==> config.mk <==
export PLATFORM = sky130hd
export DESIGN_NAME = cfifo_top
export DESIGN_NICKNAME = d
export VERILOG_FILES = /design/src/cfifo_pkg.sv /design/src/cfifo_credit_receiver.sv /design/src/cfifo_push_ctrl.sv /design/src/cfifo_ram.sv /design/src/cfifo_pop_ctrl.sv /design/src/cfifo_top.sv
export VERILOG_INCLUDE_DIRS = /design/src
export SDC_FILE = /design/constraint.sdc
export NUM_CORES = 1
export LEC_CHECK = 0
export ABC_AREA = 1
export BUFFER_PORTS_ARGS = -buffer_cell sky130_fd_sc_hd__clkbuf_2
export CAP_MARGIN = 20
export CORE_UTILIZATION = 50
export CTS_CLUSTER_DIAMETER = 60
export CTS_CLUSTER_SIZE = 24
export DETAILED_ROUTE_END_ITERATION = 8
export PLACE_DENSITY_LB_ADDON = 0.25
export SYNTH_ARGS = -nofsm -noshare
export SYNTH_HDL_FRONTEND = slang
export SYNTH_SLANG_ARGS = --single-unit
==> constraint.sdc <==
create_clock -name clk -period 2.7 [get_ports clk]
set_input_delay 0.27 -clock clk [delete_from_list [all_inputs] [get_ports clk]]
set_output_delay 0.27 -clock clk [all_outputs]
set_load 0.03 [all_outputs]
==> src/cfifo_settings.svh <==
/*
 * Credit FIFO build settings
 * Storage depth, data width and the largest credit count the
 * receiver can owe the sender
 */
`ifndef CFIFO_SETTINGS_SVH
`define CFIFO_SETTINGS_SVH

// Storage entries, also the credit count granted after reset
`define CFIFO_DEPTH 8

// Bits per data word
`define CFIFO_WIDTH 16

// Never more owed than there are slots
`define CFIFO_MAX_CREDIT `CFIFO_DEPTH

`endif

==> src/cfifo_pkg.sv <==
/*
 * Credit FIFO types
 * Vector typedefs for data words, storage addresses, slot counts
 * and credit counts
 */
`default_nettype none

package cfifo_pkg;

`include "cfifo_settings.svh"

  // One payload word
  typedef logic [`CFIFO_WIDTH-1:0] data_t;

  // Storage index, 0 to depth-1
  typedef logic [$clog2(`CFIFO_DEPTH)-1:0] addr_t;

  // Slots or occupancy, 0 to depth inclusive
  typedef logic [$clog2(`CFIFO_DEPTH+1)-1:0] count_t;

  // Credits owed, 0 to max credit inclusive
  typedef logic [$clog2(`CFIFO_MAX_CREDIT+1)-1:0] credit_t;

endpackage : cfifo_pkg

`default_nettype wire

==> src/cfifo_credit_receiver.sv <==
/*
 * Credit receiver
 * Holds the count of credits owed to the sender and hands them back
 * as registered one-cycle pulses, at most one per cycle, while the
 * sender does not stall credit return
 */
`timescale 1ns/100ps
`default_nettype none
`include "cfifo_settings.svh"

module cfifo_credit_receiver (
  input  logic clk,
  input  logic rst_n,
  input  logic push_credit_stall,
  input  logic pop_beat,
  output logic push_credit
);

  import cfifo_pkg::*;

  // Whole FIFO is owed to the sender out of reset
  localparam credit_t CREDIT_INIT = credit_t'(`CFIFO_DEPTH);

  credit_t credit_owed;
  credit_t credit_owed_next;
  logic    credit_issue;

  // --------------------------------------------------------------------------
  // Issue decision
  // --------------------------------------------------------------------------

  // Something owed and sender not stalling
  assign credit_issue = (credit_owed != '0) && !push_credit_stall;

  // Entry left storage adds one, issued pulse takes one
  always_comb begin
    credit_owed_next = credit_owed;
    if (pop_beat && !credit_issue) begin
      credit_owed_next = credit_owed + credit_t'(1);
    end else if (!pop_beat && credit_issue) begin
      credit_owed_next = credit_owed - credit_t'(1);
    end
  end

  // --------------------------------------------------------------------------
  // State
  // --------------------------------------------------------------------------

  always_ff @(posedge clk or negedge rst_n) begin
    if (!rst_n) begin
      credit_owed <= CREDIT_INIT;
    end else begin
      credit_owed <= credit_owed_next;
    end
  end

  // Registered pulse to the sender
  // one cycle after the decision
  always_ff @(posedge clk or negedge rst_n) begin
    if (!rst_n) begin
      push_credit <= 1'b0;
    end else begin
      push_credit <= credit_issue;
    end
  end

endmodule : cfifo_credit_receiver

`default_nettype wire

==> src/cfifo_push_ctrl.sv <==
/*
 * Push controller
 * Writes each credited push into storage at a wrapping address,
 * signals the push beat and keeps the free-slot count and full flag
 */
`timescale 1ns/100ps
`default_nettype none
`include "cfifo_settings.svh"

module cfifo_push_ctrl (
  input  logic             clk,
  input  logic             rst_n,
  input  logic             push_valid,
  input  cfifo_pkg::data_t push_data,
  input  logic             pop_beat,
  output logic             ram_wr_valid,
  output cfifo_pkg::addr_t ram_wr_addr,
  output cfifo_pkg::data_t ram_wr_data,
  output logic             push_beat,
  output cfifo_pkg::count_t slots,
  output logic             full
);

  import cfifo_pkg::*;

  // Last storage index before the address wraps
  localparam addr_t ADDR_LAST = addr_t'(`CFIFO_DEPTH - 1);
  localparam count_t SLOTS_INIT = count_t'(`CFIFO_DEPTH);

  addr_t  wr_addr;
  count_t slots_next;
  logic   full_next;

  // --------------------------------------------------------------------------
  // Write side
  // --------------------------------------------------------------------------

  // Sender holds a credit, so every push is accepted
  assign push_beat    = push_valid;
  assign ram_wr_valid = push_valid;
  assign ram_wr_addr  = wr_addr;
  assign ram_wr_data  = push_data;

  // Advance after each write, wrap at the end of storage
  always_ff @(posedge clk or negedge rst_n) begin
    if (!rst_n) begin
      wr_addr <= '0;
    end else if (push_beat) begin
      if (wr_addr == ADDR_LAST) begin
        wr_addr <= '0;
      end else begin
        wr_addr <= wr_addr + addr_t'(1);
      end
    end
  end

  // --------------------------------------------------------------------------
  // Slot accounting
  // --------------------------------------------------------------------------

  // Push takes a slot, pop gives one back
  // both together leave it unchanged
  always_comb begin
    slots_next = slots;
    if (push_beat && !pop_beat) begin
      slots_next = slots - count_t'(1);
    end else if (!push_beat && pop_beat) begin
      slots_next = slots + count_t'(1);
    end
  end

  assign full_next = (slots_next == '0);

  always_ff @(posedge clk or negedge rst_n) begin
    if (!rst_n) begin
      slots <= SLOTS_INIT;
    end else begin
      slots <= slots_next;
    end
  end

  // Full flag only moves on a beat
  always_ff @(posedge clk or negedge rst_n) begin
    if (!rst_n) begin
      full <= 1'b0;
    end else if (push_beat || pop_beat) begin
      full <= full_next;
    end
  end

endmodule : cfifo_push_ctrl

`default_nettype wire

==> src/cfifo_ram.sv <==
/*
 * Flop storage array
 * One write port registered on the rising edge and one
 * combinational read port
 */
`timescale 1ns/100ps
`default_nettype none
`include "cfifo_settings.svh"

module cfifo_ram (
  input  logic             clk,
  input  logic             wr_valid,
  input  cfifo_pkg::addr_t wr_addr,
  input  cfifo_pkg::data_t wr_data,
  input  cfifo_pkg::addr_t rd_addr,
  output cfifo_pkg::data_t rd_data
);

  import cfifo_pkg::*;

  // --------------------------------------------------------------------------
  // Storage
  // --------------------------------------------------------------------------

  data_t mem [`CFIFO_DEPTH];

  // Write port
  always_ff @(posedge clk) begin
    if (wr_valid) begin
      mem[wr_addr] <= wr_data;
    end
  end

  // Read port, no output register
  // same-cycle write is seen after the edge
  assign rd_data = mem[rd_addr];

endmodule : cfifo_ram

`default_nettype wire

==> src/cfifo_pop_ctrl.sv <==
/*
 * Pop controller
 * Tracks how many entries sit in storage and moves the oldest one
 * into a registered valid/ready output stage, pulsing the pop beat
 * each time an entry leaves storage
 */
`timescale 1ns/100ps
`default_nettype none
`include "cfifo_settings.svh"

module cfifo_pop_ctrl (
  input  logic             clk,
  input  logic             rst_n,
  input  logic             push_beat,
  output cfifo_pkg::addr_t ram_rd_addr,
  input  cfifo_pkg::data_t ram_rd_data,
  output logic             pop_beat,
  output logic             pop_valid,
  output cfifo_pkg::data_t pop_data,
  input  logic             pop_ready
);

  import cfifo_pkg::*;

  localparam addr_t ADDR_LAST = addr_t'(`CFIFO_DEPTH - 1);

  addr_t  rd_addr;
  count_t occupancy;
  count_t occupancy_next;
  logic   stage_free;
  logic   stage_load;

  // --------------------------------------------------------------------------
  // Load decision
  // --------------------------------------------------------------------------

  // Output stage empty, or its word transfers this cycle
  assign stage_free = !pop_valid || pop_ready;

  // Something stored and room downstream
  assign stage_load = (occupancy != '0) && stage_free;

  // Entry leaves storage on every load
  assign pop_beat    = stage_load;
  assign ram_rd_addr = rd_addr;

  // --------------------------------------------------------------------------
  // Storage occupancy and read address
  // --------------------------------------------------------------------------

  always_comb begin
    occupancy_next = occupancy;
    if (push_beat && !stage_load) begin
      occupancy_next = occupancy + count_t'(1);
    end else if (!push_beat && stage_load) begin
      occupancy_next = occupancy - count_t'(1);
    end
  end

  always_ff @(posedge clk or negedge rst_n) begin
    if (!rst_n) begin
      occupancy <= '0;
    end else begin
      occupancy <= occupancy_next;
    end
  end

  // Follows the write address around the array
  always_ff @(posedge clk or negedge rst_n) begin
    if (!rst_n) begin
      rd_addr <= '0;
    end else if (stage_load) begin
      if (rd_addr == ADDR_LAST) begin
        rd_addr <= '0;
      end else begin
        rd_addr <= rd_addr + addr_t'(1);
      end
    end
  end

  // --------------------------------------------------------------------------
  // Output stage
  // --------------------------------------------------------------------------

  // Valid stays up while stalled, drops once taken with nothing behind
  always_ff @(posedge clk or negedge rst_n) begin
    if (!rst_n) begin
      pop_valid <= 1'b0;
    end else if (stage_free) begin
      pop_valid <= stage_load;
    end
  end

  // Payload only changes on a load, so it holds under back-pressure
  always_ff @(posedge clk) begin
    if (stage_load) begin
      pop_data <= ram_rd_data;
    end
  end

endmodule : cfifo_pop_ctrl

`default_nettype wire

==> src/cfifo_top.sv <==
/*
 * Credit FIFO top level
 * Credit receiver, push controller, flop storage and pop controller
 * joined into a credit/valid in, valid/ready out synchronous FIFO
 */
`timescale 1ns/100ps
`default_nettype none

module cfifo_top (
  input  logic              clk,
  input  logic              rst_n,
  // Push side
  input  logic              push_credit_stall,
  output logic              push_credit,
  input  logic              push_valid,
  input  cfifo_pkg::data_t  push_data,
  // Pop side
  output logic              pop_valid,
  output cfifo_pkg::data_t  pop_data,
  input  logic              pop_ready,
  // Status
  output cfifo_pkg::count_t slots,
  output logic              full
);

  import cfifo_pkg::*;

  // Storage write port
  logic  ram_wr_valid;
  addr_t ram_wr_addr;
  data_t ram_wr_data;

  // Storage read port
  addr_t ram_rd_addr;
  data_t ram_rd_data;

  // Beats between the controllers
  logic push_beat;
  logic pop_beat;

  // --------------------------------------------------------------------------
  // Input side
  // --------------------------------------------------------------------------

  cfifo_credit_receiver cfifo_credit_receiver_inst (
    .clk               (clk),
    .rst_n             (rst_n),
    .push_credit_stall (push_credit_stall),
    .pop_beat          (pop_beat),
    .push_credit       (push_credit)
  );

  // --------------------------------------------------------------------------
  // Push control and storage
  // --------------------------------------------------------------------------

  cfifo_push_ctrl cfifo_push_ctrl_inst (
    .clk          (clk),
    .rst_n        (rst_n),
    .push_valid   (push_valid),
    .push_data    (push_data),
    .pop_beat     (pop_beat),
    .ram_wr_valid (ram_wr_valid),
    .ram_wr_addr  (ram_wr_addr),
    .ram_wr_data  (ram_wr_data),
    .push_beat    (push_beat),
    .slots        (slots),
    .full         (full)
  );

  cfifo_ram cfifo_ram_inst (
    .clk      (clk),
    .wr_valid (ram_wr_valid),
    .wr_addr  (ram_wr_addr),
    .wr_data  (ram_wr_data),
    .rd_addr  (ram_rd_addr),
    .rd_data  (ram_rd_data)
  );

  // --------------------------------------------------------------------------
  // Output side
  // --------------------------------------------------------------------------

  cfifo_pop_ctrl cfifo_pop_ctrl_inst (
    .clk         (clk),
    .rst_n       (rst_n),
    .push_beat   (push_beat),
    .ram_rd_addr (ram_rd_addr),
    .ram_rd_data (ram_rd_data),
    .pop_beat    (pop_beat),
    .pop_valid   (pop_valid),
    .pop_data    (pop_data),
    .pop_ready   (pop_ready)
  );

endmodule : cfifo_top

`default_nettype wire

* After elaboration in Yosys (flattened, before gate mapping)
Memories as Yosys holds them, arrays and structs flattened. A register that Yosys moved wholly into a read port is not among the register bits. Index checks and enable logic that the tools add are counted. W data, S select, Z words.
Word-level totals: flip-flop bits (word level) 21, RAM bits 128, input port bits 21, output and inout port bits 23, logic and storage cells 47, memories 1
Operators by class: add/sub/neg operators 8, eq/ne operators 2, multiplexer cells 10, reductions and logical operators 18
Memories:
- cfifo_ram_inst.mem | words 8, width 16, read ports 1, clocked after Yosys merged registers in 1, write ports 1, RTL line cfifo_ram.sv:25 | data_t mem [`CFIFO_DEPTH];
Operators with widths (count):
- $mux W4 | 6
- $add A4 B1 Y4 const B | 3
- $sub A4 B1 Y4 const B | 3
- $reduce_bool A4 Y1 | 2
- $add A3 B1 Y3 const B | 2
- $eq A3 B3 Y1 const B | 2
- $logic_and A1 B1 Y1 | 6
- $mux W3 | 2
- $logic_not A1 Y1 | 5
- $logic_not A4 Y1 | 1
- $reduce_bool A2 Y1 | 2
- $logic_or A1 B1 Y1 | 2
- $mux W1 | 2

* Depth between registers and ports, before layout
depth in word-level cells 7, depth in mapped cells 14, gate-level depth less buffers 14

* Cells and area by module
Synthesis repeated with hierarchy kept, for this count alone.
Unflattened totals: cells, all modules 765, area total of the unflattened synthesis 7586.0 um2
Modules (own cells, without submodules):
- cfifo_ram | times used 1, cells an instance 571, area an instance 5669.2 um2, sequential area each 3843.7 um2
- cfifo_pop_ctrl | times used 1, cells an instance 72, area an instance 952.2 um2, sequential area each 680.7 um2
- cfifo_push_ctrl | times used 1, cells an instance 82, area an instance 634.4 um2, sequential area each 201.4 um2
- cfifo_credit_receiver | times used 1, cells an instance 40, area an instance 330.3 um2, sequential area each 126.4 um2

* Least setup slack after synthesis
OpenSTA, ideal clock, no wires.
path kind register -> register, from register cfifo_pop_ctrl_inst.pop_valid, to register cfifo_credit_receiver_inst.credit_owed[3], setup time 79 ps, arrival time 2299 ps, required time 2621 ps, setup slack 322 ps, cell stages (with the launch flop) 13, buffers on the path 0, clock period less this slack 2378 ps, cell sequence dfrtp_1 > nand2_1 > nand2_1 > inv_1 > ha_1 > inv_1 > ha_1 > nand2_1 > nand2_1 > nor2_1 > xnor2_1 > nand2_1 > o21ai_0
On the way: cells in the longest elaborated chain, start to end 6, elaborated cells between the ends (all ways) 8, classes of those cells mux (1); reduce/logical (7)
RTL lines:
- start: declaration | RTL line cfifo_pop_ctrl.sv:18 | output logic pop_valid,
- start signal: assignment | RTL line cfifo_pop_ctrl.sv:90 | pop_valid <= stage_load;
- $logic_not A1 Y1 * | RTL line cfifo_pop_ctrl.sv:38 | assign stage_free = !pop_valid || pop_ready;
- $logic_or A1 B1 Y1 * | RTL line cfifo_pop_ctrl.sv:38
- $logic_and A1 B1 Y1 * | RTL line cfifo_pop_ctrl.sv:41 | assign stage_load = (occupancy != '0) && stage_free;
- named net cfifo_credit_receiver_inst.pop_beat | RTL line cfifo_credit_receiver.sv:15 | input logic pop_beat,
- $logic_not A1 Y1 | RTL line cfifo_credit_receiver.sv:40 | end else if (!pop_beat && credit_issue) begin
- $logic_and A1 B1 Y1 | RTL line cfifo_credit_receiver.sv:40
- $reduce_bool A2 Y1 (no source line)
- end signal: assignment | RTL line cfifo_credit_receiver.sv:53 | credit_owed <= credit_owed_next;
- end: declaration | RTL line cfifo_credit_receiver.sv:24 | credit_t credit_owed;
The timed path passes the listed nets; every way through them passes the cells marked *. A chain may end at the register's enable or synchronous reset.

* Worst setup path after layout
from register cfifo_pop_ctrl_inst.occupancy[1], to register cfifo_pop_ctrl_inst.occupancy[3]
On the way: cells in the longest elaborated chain, start to end 5, elaborated cells between the ends (all ways) 10, classes of those cells add/sub (2); mux (2); reduce/logical (6)
RTL lines:
- start: declaration | RTL line cfifo_pop_ctrl.sv:28 | count_t occupancy;
- start signal: assignment | RTL line cfifo_pop_ctrl.sv:64 | occupancy <= occupancy_next;
- parallel branches: the longest is 5 deep, another holds $sub A4 B1 Y4
Parallel ways; which one is timed is not known. The select of a mux whose other input is x is not followed.

==> flow_summary_export.csv <==
group,metric,value,unit
layout,layout_area_growth_over_synthesis,15.4,%
global_routing,global_route.overflow_total,0,
global_routing,grt_pass1_vias,4151,
power_and_ir_drop,pwr_density_cell,1180,nW/um^2
critical_path,regToRegStartpoint,"cfifo_pop_ctrl_inst.occupancy[1]",
min_path,hold_path_startpoint,"push_credit_stall",
timing,finalHoldViolations,0,
run_status,run_status,"complete, no violations",
global_routing,grt_util_all_layers,20.2,%
synthesis,synth_cell_types,26,
synthesis,netlist.top_cell.by_area,"edfxtp_1",
route,route.antenna.remaining_nets,0,
synthesis,yosys_warnings,0,
synthesis,yosys.cell_count.top_type,"edfxtp_1",
critical_path,ff2ff_setup_slack,580,ps
route,drt-vias-per-instance,5.22,
timing,report.final.slew_viol_count,0,
synthesis,synth_enable_flop_cells,144,
layout,diodes,0,
clocking,tritoncts,"done",
min_path,hold_path_end,"cfifo_credit_receiver_inst.push_credit",
floorplanning,floorplan.initialDensity,51.3,%
synthesis,syn_inst,576,
floorplanning,die_width,119,um
synthesis,synth-async-reset-ratio,12.7,%
global_routing,grt_max_degree,40,
route,average_wire_per_cell_in_the_routed_design,16.0,um
critical_path,timing.critical_path.max_delay_family,"simple AND/OR/NAND/NOR gates",
critical_path,crit_start,"cfifo_pop_ctrl_inst.occupancy[1]",
clocking,cts_buffer_depth,2,
placed_design,placed_cells_incl_taps,789,
synthesis,ys_ff_latch,165,
global_routing,grt_antenna_before_repair,0,
timing,maxSlewHeadroom,53.8,%
placed_design,routabilityCongestion,0.825,
critical_path,setup.worst_path.class,"reg -> reg",
route,finalWirelength,13200,um
layout,stdcell_count,822,
clocking,cts.sinks,165,
timing,finalClockSkew,7.17,ps
synthesis,synth_area_leaders,"edfxtp_1, dfrtp_1, nor2_1",
min_path,hold_class,"in -> reg",
clocking,clockRootBuffer,"clkbuf_16",
synthesis,post_synth_most_frequent_cells,"edfxtp_1, nor2_1, nand2_1",
route,detail_route.iter0.violations,389,
critical_path,cp_cell_sequence,"nor2_1 -> nand2_1 -> nand2_1 -> ha_1 -> inv_1 -> ha_1 -> nand3_1 -> nand2_1 -> inv_1 -> nand2_1 -> nand2_1 -> nand2_1 -> nand2_1 -> nand2_1",
timing,count_of_final_setup_violators,0,
floorplanning,dieArea,14100,um^2
layout,layout.core_utilization,59.2,%
power_and_ir_drop,power_leakage,0.00307,uW
timing,max_clock_freq,471,MHz
synthesis,synthesis.nets,613,
synthesis,syn-cell-area,6800,um^2
timing,rsz0062_at_grt,"no",
power_and_ir_drop,vdd_drop_max,0.635,mV
floorplanning,fp.coreArea,13200,um^2
layout,drive_gt1_share,14.6,%
synthesis,synthDominantCellAreaShare,63.6,%
critical_path,critPathBufInv,2,
clocking,post_cts.repair.setup_buffers,0,
timing,finalWorstPathRequiredPeriod,2120,ps
clocking,worst_setup_hold_path_clk_slew,60,ps
placed_design,post_dp_cell_area,7220,um^2
global_routing,grt_pass1_wl,21200,um
power_and_ir_drop,total_power,9270,uW
timing,worstMarginPinSlew,689,ps
floorplanning,ioPinCount,44,
critical_path,crit_path_max_fanout,6,
route,routed-via-count,4291,
synthesis,synth.avg_cell_area,11.8,um^2
synthesis,ys.flop_type,"edfxtp_1",
synthesis,synth.yosys.seq_area_share,71.4,%
clocking,cts_made_buffers,17,
critical_path,rr_endpoint,"cfifo_pop_ctrl_inst.occupancy[3]",
timing,finalCritPeriodShare,78.6,%
placed_design,dpl.hpwl,7610,um
critical_path,crit_arrival,2440,ps
layout,final_area,7840,um^2
critical_path,startpoint_type,"register",
critical_path,cp_common_cell,"nand2_1",
clocking,clkLatencyLatePin,420,ps
min_path,worstHoldPathCells,2,
route,post-route-drc-count,0,
critical_path,critPathMaxStageDelay,430,ps
placed_design,buffer_ports.inserted,43,
critical_path,r2r.worst_path.cells,14,
floorplanning,placementRows,42,
floorplanning,dieHeight,119,um
critical_path,worst_ep_required_time,3010,ps
critical_path,worstSetupEndpointType,"register",
clocking,h-tree-depth,4,
route,drt_pass1_iterations,4,
layout,final_net_count,670,
critical_path,cpMaxStageDelayCell,"dfrtp_1",
timing,setup-tns-final,0,ps
flow_run,timing.max_cap.violations,0,
[layout make-up]
class                           instances  area (um^2)
Clock inverter                         13          181
Multi-Input combinational cell        357         1680
Inverter                               30          113
Timing Repair Buffer                   62          360
Tap cell                              176          220
Sequential cell                       165         4850
Fill cell                            1088         5400
Clock buffer                           19          433
[cell families after synthesis]
| kind of cell | Yosys count | synth area share [%] |
|---|---|---|
| AO/OA/AOI/OAI | 107 | 7.97 |
| AND/OR/NAND/NOR | 226 | 12.7 |
| adder cells (fa/ha/maj) | 16 | 3.05 |
| buffers and inverters | 54 | 3.86 |
| XOR/XNOR | 8 | 1.03 |
| flip-flops | 165 | 71.4 |
[through the flow]
step	hold WS, ps	worst slack [ps]
floorplan	-25.6	322
global placement	269	668
detailed placement	286	582
CTS	4.17	539
global route	9.76	324
finish	16.6	578
[cell usage in the layout (no fill, tap or decap), types with 2 or more instances in the layout]
| cell | instances |
|---|---|
| o21ai_0 | 52 |
| nand3_1 | 8 |
| buf_4 | 18 |
| nor2_1 | 113 |
| clkinv_1 | 2 |
| bufinv_16 | 4 |
| nand2_1 | 103 |
| o21ai_1 | 52 |
| clkbuf_2 | 43 |
| clkbuf_16 | 17 |
| xnor2_1 | 5 |
| xor2_1 | 3 |
| clkinv_2 | 3 |
| edfxtp_1 | 144 |
| dfstp_2 | 2 |
| clkinv_4 | 3 |
| inv_1 | 28 |
| ha_1 | 15 |
| dfrtp_1 | 19 |
| clkbuf_1 | 2 |
[power by group]
| part | internal (uW) | switching, uW |
|---|---|---|
| clock network | 1550 | 943 |
| registers | 3410 | 225 |
| logic | 986 | 2160 |
| total | 5940 | 3330 |
[worst max-delay path by stage]
stage / end / slack (ps) / cells past startpoint
after floorplan: cfifo_credit_receiver_inst.credit_owed[3] / 320 / 12
after global placement: cfifo_push_ctrl_inst.full / 670 / 15
after detailed placement: cfifo_credit_receiver_inst.credit_owed[3] / 580 / 13
after CTS: cfifo_push_ctrl_inst.full / 540 / 15
after global routing: cfifo_push_ctrl_inst.full / 320 / 14
final: cfifo_pop_ctrl_inst.occupancy[3] / 580 / 14
[timing repair]
item,4_1_cts,5_1_grt
gates resized for setup,0,0
hold buffers,1,0
endpoints found under the hold margin,19,0
[registers in the layout, indices dropped and copies added, names as in the netlist]
signal                                  flops
cfifo_credit_receiver_inst.credit_owed      4
cfifo_credit_receiver_inst.push_credit      1
cfifo_pop_ctrl_inst.occupancy               4
cfifo_pop_ctrl_inst.pop_data               16
cfifo_pop_ctrl_inst.pop_valid               1
cfifo_pop_ctrl_inst.ram_rd_addr             3
cfifo_push_ctrl_inst.full                   1
cfifo_push_ctrl_inst.ram_wr_addr            3
cfifo_push_ctrl_inst.slots                  4
cfifo_ram_inst.mem                        128
[routing by layer]
layer	vias up	wire length (um)	track usage, %
li1	2083	-	-
met1	2110	5980	26.0
met2	81	6610	33.4
met3	17	421	4.20
met4	0	180	8.78
met5	-	0	0
(Power assumes the default switching activity.)
